`src/conv_filter_pkg.sv`:
```
package conv_filter_pkg;

	// one rgb pixel, red in the top byte
	typedef struct packed {
		logic [7:0] r;
		logic [7:0] g;
		logic [7:0] b;
	} pixel_t;

	// vertically aligned pixels of one padded column
	// top is two rows old, bot is the pixel of the current beat
	typedef struct packed {
		pixel_t top;
		pixel_t mid;
		pixel_t bot;
	} column_t;

	// position tag that rides beside the data
	typedef struct packed {
		// window centred on an image pixel
		logic valid;
		// last padded pixel of the frame
		logic done;
	} pos_tag_t;

	// window is fixed at 3x3
	localparam int KERNEL_SIZE = 3;

	// sharpen kernel
	// row 0 is the top row, column 0 is the oldest column
	localparam logic signed [7:0] KERNEL_COEFF [KERNEL_SIZE][KERNEL_SIZE] = '{
		'{ 8'sd0, -8'sd1,  8'sd0},
		'{-8'sd1,  8'sd5, -8'sd1},
		'{ 8'sd0, -8'sd1,  8'sd0}
	};

	// accepted beats from a column to its channel sum
	localparam int CONV_BEATS = 3;

	// signed channel sum, wide enough for 5*255 and for -4*255
	localparam int SUM_WIDTH = 16;

endpackage

```
`src/result_clamp.sv`:
```
`timescale 1ns/1ps

module result_clamp (
	input  logic                                       clk,
	input  logic                                       reset,
	input  logic                                       i_enable,
	input  conv_filter_pkg::pos_tag_t                  i_tag,
	input  logic signed [conv_filter_pkg::SUM_WIDTH-1:0] i_sum_r,
	input  logic signed [conv_filter_pkg::SUM_WIDTH-1:0] i_sum_g,
	input  logic signed [conv_filter_pkg::SUM_WIDTH-1:0] i_sum_b,
	output logic                                       o_valid,
	output logic                                       o_done,
	output conv_filter_pkg::pixel_t                    o_data
);

	import conv_filter_pkg::*;

	// tag delay to match the convolver depth
	pos_tag_t tag_pipe [CONV_BEATS];
	// output stage, tag and pixel move together
	pos_tag_t out_tag;
	pixel_t   out_pixel;

	// saturate a signed sum into 0..255
	function automatic logic [7:0] saturate(input logic signed [SUM_WIDTH-1:0] sum);
		logic [7:0] res;
		if (sum < 0) begin
			res = 8'd0;
		end else if (sum > 255) begin
			res = 8'd255;
		end else begin
			res = sum[7:0];
		end
		return res;
	endfunction

	// tag shift line and output tag
	always_ff @(posedge clk) begin
		if (reset) begin
			for (int i = 0; i < CONV_BEATS; i++) begin
				tag_pipe[i] <= '0;
			end
			out_tag <= '0;
		end else if (i_enable) begin
			tag_pipe[0] <= i_tag;
			for (int i = 1; i < CONV_BEATS; i++) begin
				tag_pipe[i] <= tag_pipe[i-1];
			end
			// sums are aligned with the tail of the tag line here
			out_tag <= tag_pipe[CONV_BEATS-1];
		end
	end

	// clamped pixel, same beat as out_tag
	always_ff @(posedge clk) begin
		if (i_enable) begin
			out_pixel.r <= saturate(i_sum_r);
			out_pixel.g <= saturate(i_sum_g);
			out_pixel.b <= saturate(i_sum_b);
		end
	end

	// strobes only show on accepted beats
	assign o_valid = out_tag.valid & i_enable;
	assign o_done  = out_tag.done & i_enable;
	assign o_data  = out_pixel;

endmodule

```
`config.mk`:
```
export PLATFORM = sky130hd
export DESIGN_NAME = result_clamp
export DESIGN_NICKNAME = d
export VERILOG_FILES = /design/src/conv_filter_pkg.sv /design/src/result_clamp.sv
export SDC_FILE = /design/constraint.sdc
export NUM_CORES = 1
export LEC_CHECK = 0
export ABC_AREA = 1
export BUFFER_PORTS_ARGS = -buffer_cell sky130_fd_sc_hd__buf_2
export CAP_MARGIN = 15
export CORE_AREA = 2 2 43 85
export DETAILED_ROUTE_END_ITERATION = 10
export DIE_AREA = 0 0 45 87
export PLACE_DENSITY = 0.77
export SYNTH_ARGS = -nofsm -noshare
export SYNTH_HDL_FRONTEND = slang
export SYNTH_SLANG_ARGS = --single-unit
export TNS_END_PERCENT = 30
```
`constraint.sdc`:
```
create_clock -name clk -period 1.7 [get_ports clk]
set_clock_uncertainty 0.2 [all_clocks]
set_input_delay 0.51 -clock clk [delete_from_list [all_inputs] [get_ports clk]]
set_output_delay 0.51 -clock clk [all_outputs]
set_load 0.02 [all_outputs]
```
==> results.yml <==
clocking:
  clockRootBuffer: "clkbuf_8"
  cts_buffers: 5
  cts.htree.levels: 2
  cts_setup_buffers: 0
  cts_buffer_depth: 2
  hold_buffers: 0
  cts.sinks: 32
  cts-resized-gates: 0
  insertion_delay_ps: 270
  path_clk_slew_ps: 60
  cts_tree: "built"
grt:
  grt_start_max_net_pins: 17
  grt_first_pass_wirelength_um: 3981
  grt_usage_pct: 13.85
  grt_pass1_vias: 1025
  antenna_found_initial: 0
  overflow: 0
yosys:
  yosysWarnings: 0
  synth.cell_area_um2: 1375
  synth_mux_area_share_pct: 0
  syn-num-nets: 182
  synth_cell_types: 11
  synth_compound_area_share_pct: 10.01
  seq_area_frac_synth_pct: 68.43
  syn_inst: 129
  synth_top_family_by_area: "buffers and inverters"
  synth-simple-area-share_pct: 10.37
  synthXorXnorAreaFrac_pct: 0
  synth-seq-cells: 32
  syn_area_per_cell_um2: 10.66
  synthAdderAreaFrac_pct: 0
placed_design:
  postPlaceCellArea_um2: 1817
  gp_congestion: 0.6873
  port_buffers: 78
  dp_hpwl_um: 2008
  dp_cells: 239
  place_ws_ps: 93.11
pwr:
  p_comb_share_pct: 12.5
  switching_share_pct: 21.18
  clockPowerShare_pct: 39.5
  p_per_area_nw_per_um2: 1006
  p_int_mw: 1.540
  vdd_ir_drop_max_uv: 683.8
  seqPwrFrac_pct: 48.0
  p_total_mw: 1.954
  switchingPower_mw: 0.4138
  power_leakage_nw: 0.9909
layout:
  ff_latch_area_um2: 940.9
  antenna_cells: 0
  fill_cells: 300
  final_layout_size_suffix_gt1_share_pct: 44.19
  fin_nets: 267
  fin_cells: 247
  area_growth_pct: 41.31
  multi_input_area_um2: 280.3
  fin_area_um2: 1943
drt:
  vias: 1124
  drt_first_pass_iters: 4
  drtIter0Drc: 26
  wirelength_um: 2480
  antenna_left: 0
  wire_per_inst_um: 10.04
  drc_errors: 0
  detail_route.vias_per_cell: 4.551
sta:
  setup_slack_ps: 98.44
  period_needed_ps: 1602
  final.setup.tns_ps: 0
  rsz0062_at_grt: "no"
  slew_headroom_pct: 86.89
  post-route-period-util_pct: 94.21
  setup_violations: 0
  fmax_mhz: 624.4
  slew_viol_final: 0
  hold_violations: 0
  tightest_slew_ps: 196.6
critical_path:
  cp-start-kind: "input port"
  worstPathRequired_ps: 990
  setup.worst_path.class: "in -> out"
  arrival_ps: 890
  worstPathMaxFanout: 5
  endpoint_kind: "output pin"
die:
  core.rowCount: 30
  fp.dieH_um: 87
  io_pins: 79
  die_x_um: 45
  dieArea_um2: 3915
  core_region_area_um2: 3303
  start_util_pct: 41.63
status:
  status: "complete, no violations"
worst_hold_path:
  hold_path.class: "reg -> reg"
job:
  drv_cap: 0
-- through the flow --
| step | hold slack [ps] | util, % |
|---|---|---|
| after floorplan | 244.6 | - |
| after global placement | 254.1 | 55.00 |
| after detailed placement | 258.7 | 55.00 |
| after CTS | 268.5 | 58.83 |
| after global routing | 290.8 | 58.83 |
| final | 262.7 | 58.83 |
-- worst max-delay path, cell delays in order --
cell     delay (ps)
buf_2           130
nand2_1          60
inv_1            40
buf_2           160
-- sequential cells by signal, summed over array words and instances, names as in the netlist --
| register | count |
|---|---|
| tag_pipe | 6 |
| o_data | 24 |
| out_tag | 2 |
-- kinds of logic (layout without fill, tap and decap cells) --
logic type / after synthesis / count (layout)
AND/OR/NAND/NOR: 30 / 30
buffers and inverters: 41 / 127
AO/OA/AOI/OAI: 26 / 26
flip-flops: 32 / 32
-- area by class of cell --
cell class	instances	area share [%]
clock buffers	7	4.958
flip-flops and latches	32	48.42
well taps	32	2.061
repair buffers	81	21.25
inverters	38	7.341
clock inverters	1	1.545
multi-input cells	56	14.42
-- power groups by stage --
stage / logic, mW / clock network [mW] / registers (mW)
floorplan: 0.0572 / 0 / 1.02
global placement: 0.239 / 0 / 0.954
detailed placement: 0.246 / 0 / 0.956
CTS: 0.246 / 0.789 / 0.940
global route: 0.269 / 0.827 / 0.943
finish: 0.243 / 0.772 / 0.939
-- path summary, 6_finish.rpt --
check | from | endpoint | slack, ps | depth (start not counted)
worst max register to register | tag_pipe[0][1]$_SDFFCE_PN0P_ | tag_pipe[1][1]$_SDFFCE_PN0P_ | 800 | 2
worst min register to register | out_tag[1]$_SDFFE_PP0P_ | out_tag[1]$_SDFFE_PP0P_ | 260 | 2
worst min-delay path | out_tag[1]$_SDFFE_PP0P_ | out_tag[1]$_SDFFE_PP0P_ | 260 | 2
worst max-delay path | i_enable | o_valid | 100 | 4
-- metal layers --
layer,vias to the layer above,share of wire [%],track usage (%),wire length (um)
met1,466,36,14.15,893
met3,7,14,5.187,353
li1,574,-,-,-
met5,-,0,0,0
met2,77,48,24.16,1184
met4,0,1.9,5.615,48
-- layout by cell type, fill, tap and decap left out --
cell	n
nand3_1	2
buf_4	3
buf_2	78
bufinv_16	1
a21oi_1	24
or2_4	1
clkbuf_8	7
inv_1	38
nor2_1	15
nand2_1	9
nor2_4	3
dfxtp_1	2
edfxtp_1	30
o21ai_2	2
-- synth_stat cells --
cell type | instances | area [um^2]
nand3_1 | 2 | 10.01
a21oi_1 | 24 | 120.1
buf_1 | 3 | 11.26
edfxtp_1 | 30 | 900.9
or2_4 | 1 | 8.760
dfxtp_1 | 2 | 40.04
nor2_1 | 15 | 56.30
nor2_4 | 3 | 33.78
o21ai_2 | 2 | 17.52
nand2_1 | 9 | 33.78
inv_1 | 38 | 142.6
Note: power is estimated with default switching activity, not from simulation.
