[config.mk]
export PLATFORM = sky130hd
export DESIGN_NAME = frame_position_tracker
export DESIGN_NICKNAME = d
export VERILOG_FILES = /design/src/conv_filter_pkg.sv /design/src/frame_position_tracker.sv
export SDC_FILE = /design/constraint.sdc
export NUM_CORES = 1
export LEC_CHECK = 0
export BUFFER_PORTS_ARGS = -buffer_cell sky130_fd_sc_hd__buf_4
export CORE_ASPECT_RATIO = 1.1
export CORE_MARGIN = 3
export CORE_UTILIZATION = 45
export DETAILED_ROUTE_END_ITERATION = 10
export GPL_ROUTABILITY_DRIVEN = 1
export HOLD_SLACK_MARGIN = 0.05
export PLACE_DENSITY = 0.67
export SLEW_MARGIN = 10
export SYNTH_ARGS = -nofsm -noshare
export SYNTH_HDL_FRONTEND = slang
export SYNTH_SLANG_ARGS = --single-unit
[constraint.sdc]
create_clock -name clk -period 2.1 [get_ports clk]
set_input_delay 0 -clock clk [delete_from_list [all_inputs] [get_ports clk]]
set_output_delay 0 -clock clk [all_outputs]
set_load 0.01 [all_outputs]
[src/conv_filter_pkg.sv]
package conv_filter_pkg;

	// one rgb pixel, red in the top byte
	typedef struct packed {
		logic [7:0] r;
		logic [7:0] g;
		logic [7:0] b;
	} pixel_t;

	// vertically aligned pixels of one padded column
	// top is two rows old, bot is the pixel of the current beat
	typedef struct packed {
		pixel_t top;
		pixel_t mid;
		pixel_t bot;
	} column_t;

	// position tag that rides beside the data
	typedef struct packed {
		// window centred on an image pixel
		logic valid;
		// last padded pixel of the frame
		logic done;
	} pos_tag_t;

	// window is fixed at 3x3
	localparam int KERNEL_SIZE = 3;

	// sharpen kernel
	// row 0 is the top row, column 0 is the oldest column
	localparam logic signed [7:0] KERNEL_COEFF [KERNEL_SIZE][KERNEL_SIZE] = '{
		'{ 8'sd0, -8'sd1,  8'sd0},
		'{-8'sd1,  8'sd5, -8'sd1},
		'{ 8'sd0, -8'sd1,  8'sd0}
	};

	// accepted beats from a column to its channel sum
	localparam int CONV_BEATS = 3;

	// signed channel sum, wide enough for 5*255 and for -4*255
	localparam int SUM_WIDTH = 16;

endpackage

[src/frame_position_tracker.sv]
`timescale 1ns/1ps

module frame_position_tracker #(
	parameter int img_width  = 320,
	parameter int img_height = 240
) (
	input  logic                      clk,
	input  logic                      reset,
	input  logic                      i_enable,
	output conv_filter_pkg::pos_tag_t o_tag
);

	import conv_filter_pkg::*;

	// padded frame geometry
	localparam int ROW_LEN    = img_width + 2;
	localparam int FRAME_ROWS = img_height + 2;
	localparam int COL_W      = $clog2(ROW_LEN);
	localparam int ROW_W      = $clog2(FRAME_ROWS);

	// position of the column on the current beat
	logic [COL_W-1:0] col_cnt;
	logic [ROW_W-1:0] row_cnt;

	// end of padded row and end of padded frame
	logic last_col;
	logic last_row;

	assign last_col = (col_cnt == COL_W'(ROW_LEN - 1));
	assign last_row = (row_cnt == ROW_W'(FRAME_ROWS - 1));

	// counters advance once per accepted beat
	// both wrap at the frame end so the next frame needs no gap
	always_ff @(posedge clk) begin
		if (reset) begin
			col_cnt <= '0;
			row_cnt <= '0;
		end else if (i_enable) begin
			if (last_col) begin
				col_cnt <= '0;
				if (last_row) begin
					row_cnt <= '0;
				end else begin
					row_cnt <= row_cnt + 1'b1;
				end
			end else begin
				col_cnt <= col_cnt + 1'b1;
			end
		end
	end

	// window is complete once two earlier columns and two earlier rows exist
	// it is then centred on padded pixel (row-1, col-1)
	assign o_tag.valid = (col_cnt >= COL_W'(KERNEL_SIZE - 1)) &&
		(row_cnt >= ROW_W'(KERNEL_SIZE - 1));

	// last padded pixel of the frame
	assign o_tag.done = last_col && last_row;

endmodule

==> results.md <==
- Status: complete, but fails checks
- Failing checks: negative setup slack
- DRC: 0
- Wire per inst: roughly 13 µm
- CTS tree: done
- Die X: 49.4 µm
- Mapped cell area: 932 µm²
- Clock Skews: about 0.0054 ns
- Syn Area/Cell: around 8.2 µm²
- Tcrit/Tclk final: 103%
- Register area share after synthesis: 36.5%
- Antenna violations before repair: 0
- Final net count: 142
- Yosys reg bits: 17
- Final Critical Period: approximately 2.2 ns
- Slew Viols, Final: 0
- VDD IR-drop max: 0.000344 V
- CTS Buf Count: 3
- Crit. Startpoint: col_cnt[7]$_SDFFE_PP0P_
- Comb power frac: between 8 and 9%
- Worst reg2reg path depth: 5
- Final RePlAce weighted congestion: about 0.84
- Hold violation count in the final report: 0
- Clock Latency Late Sink: about 0.29 ns
- Unique masters post-synth: 30
- DP Area: between 1000 and 1500 µm²
- Leakage Power: 0.447 nW
- Switching Share: 23.6%
- Nature of the critical path endpoint: flip-flop
- DR pass1 iterations: 4
- PwrDens: 469 nW/µm²
- Die H: 53.7 µm
- Port bufs: 4
- CP Data Required Time: 2.34 ns
- Detailed Route WL: 2140 µm
- NetSw: 0.000130 W
- DIE AREA: 2650 µm²
- Via count: roughly 860
- Worst-path clk slew: 0.10 ns
- CP Buf/Inv Count: 1
- Slew HR: ~73%
- Critical path's slowest cell: or4_4
- Largest net degree at the start of global routing: 10
- Share of power burned in registers: 59.4%
- Vias per std cell: 5.39
- Internal reg-to-reg setup slack: -0.05 ns
- H-Tree Depth: 1
- Sink Count: 17
- Mapped Nets: 122
- Cell area after layout: 1180 µm²
- Layout cells sized above 1: 28.0%
- Critical Path Fanout Max: 7
- FF-to-FF Start: col_cnt[7]$_SDFFE_PP0P_
- Vias in the first global route: 812
- MaxCap Viol Count: 0
- Fillers: 161
- CTS Root Cell: clkbuf_4
- Internal power consumption: 0.000424 W
- Most frequent cells in the layout: 15 x dfxtp_1, 15 x buf_4, 11 x nor2_1, 8 x nand2_1, 7 x o21ai_0
- CP Cell Sequence: or4_4, or4b_4, buf_6, or3_2, a21oi_2
- Startpoint Class: flip-flop
- Top Ports: 5
- Num rows: 16
- First-pass GRT wire length: 3560 µm
- Initial drt markers: 17
- R2R Path End: row_cnt[6]$_SDFFE_PP0P_
- # diodes: 0
- Max clock buf depth: 2
- Overall Global Routing Usage: 18.0%
- Min-delay src: i_enable
- Worst-margin pin slew: 0.393 ns
- Synthesized instance count: ~110
- Setup Viol. Count Final: 8
- Fmax: around 460 MHz
- Gr ovfl total: 0
- Worst EP arrival: ~2.4 ns
- Hold endpoint: col_cnt[1]$_SDFFE_PP0P_
- Critical path type: reg2reg
- Synth-to-Final Area Change: 26.8%
- Detailed Place HPWL: 1360 µm
- Hold Worst Slack: 0.481 ns
- Final setup slack of the worst path: -0.0540 ns
- RSZ-0062 raised after global routing: true
- Min-Delay Path Depth: 3
- Synthesis warning total: 0
- Max stage delay on crit path: ~0.52 ns
- Antenna-violating nets left: 0
- Clk pwr share: 32.3%
- Family with the most delay on the worst path: simple AND/OR/NAND/NOR gates
- Initial Util: 50.1%
- Tightest Hold Check Type: in2reg
- Critical path depth: 5
- Core footprint: around 1900 µm²
==> logic make-up (layout without fill, tap and decap cells) <==
logic type,count (synthesis),count (layout),synth area share [%]
compound gates,21,21,12.3
xor+xnor,8,8,7.52
fa+ha+maj,6,6,8.05
buf+inv,10,29,4.29
flops,17,17,36.5
simple gates,51,51,31.3
==> flip-flops by register name (all words and copies together) (netlist names) <==
signal	count
row_cnt	8
col_cnt	9
==> through the flow <==
| stage | TNS, ns | std cells | power [W] | util (%) | worst slack, ns |
|---|---|---|---|---|---|
| finish | -0.275 | 159 | 0.000554 | 63.5 | -0.0540 |
| CTS | -0.266 | 159 | 0.000557 | 61.7 | -0.0541 |
| global route | -0.781 | 159 | 0.000576 | 63.5 | -0.119 |
| floorplan | 0 | 113 | 0.000358 | - | 0.00329 |
| global placement | -0.109 | 149 | 0.000377 | 57.1 | -0.0247 |
| detailed placement | -0.212 | 149 | 0.000378 | 57.1 | -0.0523 |
==> worst reg2reg max path, stage by stage (launching register included) <==
cell and delay (ns):
dfxtp_2 0.33, or4_4 0.52, or4b_4 0.50, buf_6 0.15
or3_2 0.45, a21oi_2 0.14
==> Yosys cell counts <==
master	instances	area share (%)
a211oi_1	1	0.81
a21boi_0	1	0.81
a21oi_1	10	5.4
a22oi_1	2	1.6
and2_1	2	1.3
and3_1	4	2.7
and4_1	2	1.9
buf_2	1	0.54
clkbuf_1	3	1.2
clkbuf_2	1	0.54
dfxtp_1	17	37
ha_1	6	8.1
inv_1	5	2.0
nand2_1	8	3.2
nand3_1	4	2.1
nand4_1	2	1.3
nor2_1	11	4.4
nor3_1	2	1.1
nor4_1	2	1.3
nor4b_1	1	0.94
nor4bb_1	1	1.1
o21ai_0	7	3.8
or2b_1	1	0.81
or3_1	2	1.3
or3_2	3	2.4
or3b_2	1	0.94
or4_1	4	3.2
or4b_1	1	1.1
xnor2_1	4	3.8
xor2_1	4	3.8
==> power groups by stage <==
stage,registers [W],logic [W],clock network [W]
CTS,0.000329,0.0000446,0.000184
global placement,0.000337,0.0000408,0
detailed placement,0.000337,0.0000413,0
global route,0.000330,0.0000524,0.000194
finish,0.000329,0.0000460,0.000179
floorplan,0.000339,0.0000192,0
==> routing by layer <==
layer  vias up  part of all wire [%]  track usage, %
met3         6                   2.2            3.60
met5         -                     0               0
met1       398                    46            21.3
li1        441                     -               -
met4         0                   2.5            12.0
met2        12                    50            29.9
==> worst max path at each step <==
stage / to / slack, ns
floorplan: row_cnt[3]$_SDFFE_PP0P_ / 0.003
global placement: row_cnt[3]$_SDFFE_PP0P_ / -0.02
detailed placement: row_cnt[3]$_SDFFE_PP0P_ / -0.05
CTS: row_cnt[3]$_SDFFE_PP0P_ / -0.05
global route: row_cnt[6]$_SDFFE_PP0P_ / -0.12
finish: row_cnt[6]$_SDFFE_PP0P_ / -0.05
==> what timing repair did <==
action | 4_1_cts | 5_1_grt
pin swaps | 0 | 3
setup endpoints to repair | 6 | 8
gates cloned | 1 | 0
hold buffers | 2 | 0
hold endpoints to repair | 10 | 0
resized for setup | 3 | 9
buffers inserted | 3 | 0
==> final cells by class <==
type                       instances  area [µm²]  share of cell area [%]
tap                               27        33.8                    2.86
timing repair buffer              20         169                    14.3
inverter                           5        18.8                    1.59
multi-input combinational         86         592                    50.1
clock buffer                       4        26.3                    2.22
sequential                        17         343                    29.0
Note: power is estimated with default switching activity, not from simulation.
