`config.mk`:
```
export PLATFORM = sky130hd
export DESIGN_NAME = channel_convolver
export DESIGN_NICKNAME = d
export VERILOG_FILES = /design/src/conv_filter_pkg.sv /design/src/channel_convolver.sv
export SDC_FILE = /design/constraint.sdc
export NUM_CORES = 1
export LEC_CHECK = 0
export BUFFER_PORTS_ARGS = -buffer_cell sky130_fd_sc_hd__clkbuf_2
export CAP_MARGIN = 40
export CORE_ASPECT_RATIO = 2
export CORE_MARGIN = 1
export CORE_UTILIZATION = 40
export CTS_CLUSTER_DIAMETER = 50
export DETAILED_ROUTE_END_ITERATION = 8
export SLEW_MARGIN = 20
export SYNTH_ARGS = -nofsm -noshare
export SYNTH_HDL_FRONTEND = slang
export SYNTH_SLANG_ARGS = --single-unit
export TNS_END_PERCENT = 30
```
`constraint.sdc`:
```
create_clock -name clk -period 5.3 [get_ports clk]
set_input_delay 1.06 -clock clk [delete_from_list [all_inputs] [get_ports clk]]
set_output_delay 1.06 -clock clk [all_outputs]
set_load 0.05 [all_outputs]
```
`src/conv_filter_pkg.sv`:
```
package conv_filter_pkg;

	// one rgb pixel, red in the top byte
	typedef struct packed {
		logic [7:0] r;
		logic [7:0] g;
		logic [7:0] b;
	} pixel_t;

	// vertically aligned pixels of one padded column
	// top is two rows old, bot is the pixel of the current beat
	typedef struct packed {
		pixel_t top;
		pixel_t mid;
		pixel_t bot;
	} column_t;

	// position tag that rides beside the data
	typedef struct packed {
		// window centred on an image pixel
		logic valid;
		// last padded pixel of the frame
		logic done;
	} pos_tag_t;

	// window is fixed at 3x3
	localparam int KERNEL_SIZE = 3;

	// sharpen kernel
	// row 0 is the top row, column 0 is the oldest column
	localparam logic signed [7:0] KERNEL_COEFF [KERNEL_SIZE][KERNEL_SIZE] = '{
		'{ 8'sd0, -8'sd1,  8'sd0},
		'{-8'sd1,  8'sd5, -8'sd1},
		'{ 8'sd0, -8'sd1,  8'sd0}
	};

	// accepted beats from a column to its channel sum
	localparam int CONV_BEATS = 3;

	// signed channel sum, wide enough for 5*255 and for -4*255
	localparam int SUM_WIDTH = 16;

endpackage

```
`src/channel_convolver.sv`:
```
`timescale 1ns/1ps

module channel_convolver (
	input  logic                                       clk,
	input  logic                                       reset,
	input  logic                                       i_enable,
	input  logic [7:0]                                 i_top,
	input  logic [7:0]                                 i_mid,
	input  logic [7:0]                                 i_bot,
	output logic signed [conv_filter_pkg::SUM_WIDTH-1:0] o_sum
);

	import conv_filter_pkg::*;

	// column of this channel on the current beat, row 0 at the top
	logic [7:0] cur_col [KERNEL_SIZE];
	// previous columns, index 0 is the newer one
	logic [7:0] col_hist [KERNEL_SIZE][KERNEL_SIZE-1];
	// full window, column 0 is the oldest
	logic [7:0] window [KERNEL_SIZE][KERNEL_SIZE];

	// beat 1, products
	logic signed [SUM_WIDTH-1:0] prod_q [KERNEL_SIZE][KERNEL_SIZE];
	// beat 2, one sum per kernel row
	logic signed [SUM_WIDTH-1:0] row_sum_d [KERNEL_SIZE];
	logic signed [SUM_WIDTH-1:0] row_sum_q [KERNEL_SIZE];
	// beat 3, channel sum
	logic signed [SUM_WIDTH-1:0] sum_d;
	logic signed [SUM_WIDTH-1:0] sum_q;

	assign cur_col[0] = i_top;
	assign cur_col[1] = i_mid;
	assign cur_col[2] = i_bot;

	// newest column comes straight from the row delay line
	// so the window is ready in the same beat as its last column
	always_comb begin
		for (int r = 0; r < KERNEL_SIZE; r++) begin
			window[r][KERNEL_SIZE-1] = cur_col[r];
			for (int c = 0; c < KERNEL_SIZE - 1; c++) begin
				window[r][c] = col_hist[r][KERNEL_SIZE-2-c];
			end
		end
	end

	// horizontal history, moves only on accepted beats
	always_ff @(posedge clk) begin
		if (i_enable) begin
			for (int r = 0; r < KERNEL_SIZE; r++) begin
				col_hist[r][0] <= cur_col[r];
				for (int j = 1; j < KERNEL_SIZE - 1; j++) begin
					col_hist[r][j] <= col_hist[r][j-1];
				end
			end
		end
	end

	// adder trees between the registered beats
	always_comb begin
		sum_d = '0;
		for (int r = 0; r < KERNEL_SIZE; r++) begin
			row_sum_d[r] = '0;
			for (int c = 0; c < KERNEL_SIZE; c++) begin
				row_sum_d[r] = row_sum_d[r] + prod_q[r][c];
			end
			sum_d = sum_d + row_sum_q[r];
		end
	end

	// three enabled stages, so several windows are in flight at once
	always_ff @(posedge clk) begin
		if (reset) begin
			for (int r = 0; r < KERNEL_SIZE; r++) begin
				for (int c = 0; c < KERNEL_SIZE; c++) begin
					prod_q[r][c] <= '0;
				end
				row_sum_q[r] <= '0;
			end
			sum_q <= '0;
		end else if (i_enable) begin
			for (int r = 0; r < KERNEL_SIZE; r++) begin
				for (int c = 0; c < KERNEL_SIZE; c++) begin
					// pixel is unsigned, a zero msb keeps it positive
					prod_q[r][c] <= KERNEL_COEFF[r][c] * $signed({1'b0, window[r][c]});
				end
				row_sum_q[r] <= row_sum_d[r];
			end
			sum_q <= sum_d;
		end
	end

	assign o_sum = sum_q;

endmodule

```
==> results_dict.tcl <==
set metrics [dict create \
    swShare_pct 30.35 \
    path_class "flip-flop to flip-flop" \
    syn_nets 791 \
    routed_wl_um 16850 \
    io_pins 43 \
    internal-power_mw 2.518 \
    crit_chain "fa_1, ha_1, inv_1, fa_1, nor2b_1, o2111ai_2, a31oi_2, a2111oi_4, xnor2_1, nor2_1" \
    detail_route.wl_per_cell_um 16.55 \
    grt_pass1_wl_um 27030 \
    grt_max_degree 50 \
    drv_cap 0 \
    asyncSetResetFlopFracSynth_pct 0 \
    fin_hold_ws_ps 453.5 \
    power_density_mw_per_mm2 374.0 \
    cts_buffers 17 \
    dieWidth_um 105.2 \
    hp-class "flip-flop to flip-flop" \
    grt_antenna_before_repair 0 \
    area_delta_synth_final_pct 13.55 \
    clock_power_share_pct 32.9 \
    cts.sinks 165 \
    worstPathArrival_ps 3200 \
    vdd_drop_max_uv 201.8 \
    drive_above_1_share_pct 13.75 \
    synth.top_cell.area_share_pct 52.56 \
    grt_pass1_vias 5533 \
    synthFlopType "edfxtp_1" \
    relSlewSlack_pct 42.34 \
    ctsResizeCount 0 \
    overflow 0 \
    synth_cells 683 \
    synth_cell_type_count 57 \
    antennaDiodeCount 0 \
    dp.final_hpwl_um 12860 \
    cp_slowest_cell "fa_1" \
    skew_ps 7.978 \
    cts-root-buf "clkbuf_16" \
    synth-edff-count 149 \
    cp-end-kind "flip-flop" \
    ant_nets 0 \
    drt_iter0_drc 268 \
    dr.pass1.iters 6 \
    mostFrequentLayoutCells "edfxtp_1 (149), nor2_1 (79), ha_1 (52)" \
    m1WireLength_um 5638 \
    totalPowerFinal_mw 3.615 \
    post-cts-setup-buffer-count 0 \
    finalNetCount 844 \
    status "complete, no violations" \
    grt.total_usage_pct 16.62 \
    die_h_um 208.3 \
    pwr-share-comb_pct 22.0 \
    gp_congestion 0.8116 \
    rsz0062_at_grt "false" \
    synth_area_leaders "edfxtp_1 (53%), ha_1 (7.6%), fa_1 (6.8%), dfxtp_1 (3.8%), nor2_1 (3.5%)" \
    core_mm2 0.02093 \
    seq_power_share_pct 45.1 \
    path_max_fanout 4 \
    top_layer "met4" \
    wl_met2_um 9858 \
    wl_met3_um 524 \
    io_buffers 42 \
    p_switching_mw 1.097 \
    clk_path_buf_depth 2 \
    fin_setup_tns_ps 0 \
    critPathMostFrequentCell "fa_1" \
    cts.htree.levels 4 \
    p_leak_nw 4.041 \
    worstSkewPairLatency_ps 430 \
    fmax_ghz 0.3322 \
    synth-seq-area-share_pct 56.32 \
    startpoint_type "flip-flop" \
    setup_violations 0 \
    cts.reportedPaths.clkPinSlew_ps 70 \
    hold_buffers 0 \
    vias 5247 \
    period_needed_ps 3010 \
    final_common_cell "edfxtp_1" \
    crit_path_max_incr_delay_ps 570 \
    yosys_warnings 0 \
    worst_pin_slew_ps 858.4 \
    rows 75 \
    drc 0 \
    avgSynthCellArea_um2 12.46 \
    cp.required_ps 5490 \
    slew_viol_final 0 \
    period_share_pct 56.79 \
    start_util_pct 40.68 \
    synth_area_mm2 0.008513 \
    avgViaCountPerCell 5.154 \
    hold_viol 0 \
    cts_tree "built" \
    synth_top_area_cell "edfxtp_1" \
    die_area_mm2 0.02191 \
    ys_ff_latch 165 \
]
[kinds of logic (layout without fill, tap and decap cells)]
| kind of cell | after synthesis | count (layout) | share of synthesized area, % |
|---|---|---|---|
| AO/OA/AOI/OAI | 111 | 111 | 8.363 |
| flip-flops | 165 | 165 | 56.32 |
| AND/OR/NAND/NOR | 223 | 223 | 13.42 |
| XOR/XNOR | 37 | 37 | 3.807 |
| buffers and inverters | 59 | 125 | 2.807 |
| multiplexers | 7 | 7 | 0.8231 |
| adder cells (fa/ha/maj) | 81 | 81 | 14.46 |
[cells in the mapped netlist (7+ instances only)]
cell and number:
o21ai_0 17, ha_1 52, a21o_1 12, nand2_1 25, a31oi_1 9, fa_1 29
nor2b_1 11, edfxtp_1 149, nor2_1 80, mux2i_1 7, clkbuf_1 12, a21oi_1 42
dfxtp_1 16, nor3_1 17, inv_1 40, and2_1 44, xnor2_1 19, nand2b_1 8
xor2_1 18
[power groups by stage]
| stage | logic [mW] | clock network, mW | registers [mW] |
|---|---|---|---|
| 6_report | 0.795 | 1.19 | 1.63 |
| 5_1_grt | 0.884 | 1.27 | 1.64 |
| 4_1_cts | 0.800 | 1.22 | 1.63 |
| 3_5_place_dp | 0.796 | 0 | 1.66 |
| 3_3_place_gp | 0.775 | 0 | 1.66 |
| 2_1_floorplan | 0.520 | 0 | 1.73 |
[sequential cells by signal (all words and copies together), names as in the netlist]
name,count
prod_q,71
o_sum,16
row_sum_q,46
col_hist,32
[per-stage QoR]
step | cells | cell area, um^2 | util [%] | setup WS, ps
after detailed placement | 985 | 9069 | 43.34 | 1703
after global routing | 1018 | 9667 | 46.19 | 2166
after floorplan | 683 | 8513 | - | 992.6
after CTS | 1017 | 9639 | 46.06 | 2158
final | 1018 | 9667 | 46.19 | 2290
after global placement | 982 | 9029 | 43.15 | 1595
[critical path, delay by kind of cell (launching register included)]
| family | cells | cell delay [ps] |
|---|---|---|
| flip-flops | 1 | 400 |
| XOR/XNOR | 1 | 210 |
| AND/OR/NAND/NOR | 2 | 300 |
| AO/OA/AOI/OAI | 3 | 650 |
| adder cells (fa/ha/maj) | 3 | 1140 |
| buffers and inverters | 1 | 60 |
[layer usage]
| layer | track usage, % | vias to the layer above |
|---|---|---|
| met5 | 0 | - |
| met4 | 11.07 | 0 |
| met1 | 14.76 | 2538 |
| met3 | 3.415 | 45 |
| met2 | 32.54 | 123 |
| li1 | - | 2541 |
[worst paths after layout]
kind	to	cells past startpoint	slack [ps]	from
worst min-delay path	o_sum[12]	2	450	o_sum[12]
worst min register to register	o_sum[12]	2	450	o_sum[12]
worst max-delay path	row_sum_q[0][31]	10	2290	prod_q[0][49]
worst max register to register	row_sum_q[0][31]	10	2290	prod_q[0][49]
[layout make-up]
cell class | count | area, um^2
tap | 269 | 336.6
multi-input combinational | 459 | 3482
sequential | 165 | 4795
timing repair buffer | 53 | 330.3
clock buffer | 17 | 425.4
inverter | 40 | 152.6
clock inverter | 15 | 145.1
fill | 1884 | 11260
Note: power is estimated with default switching activity, not from simulation.
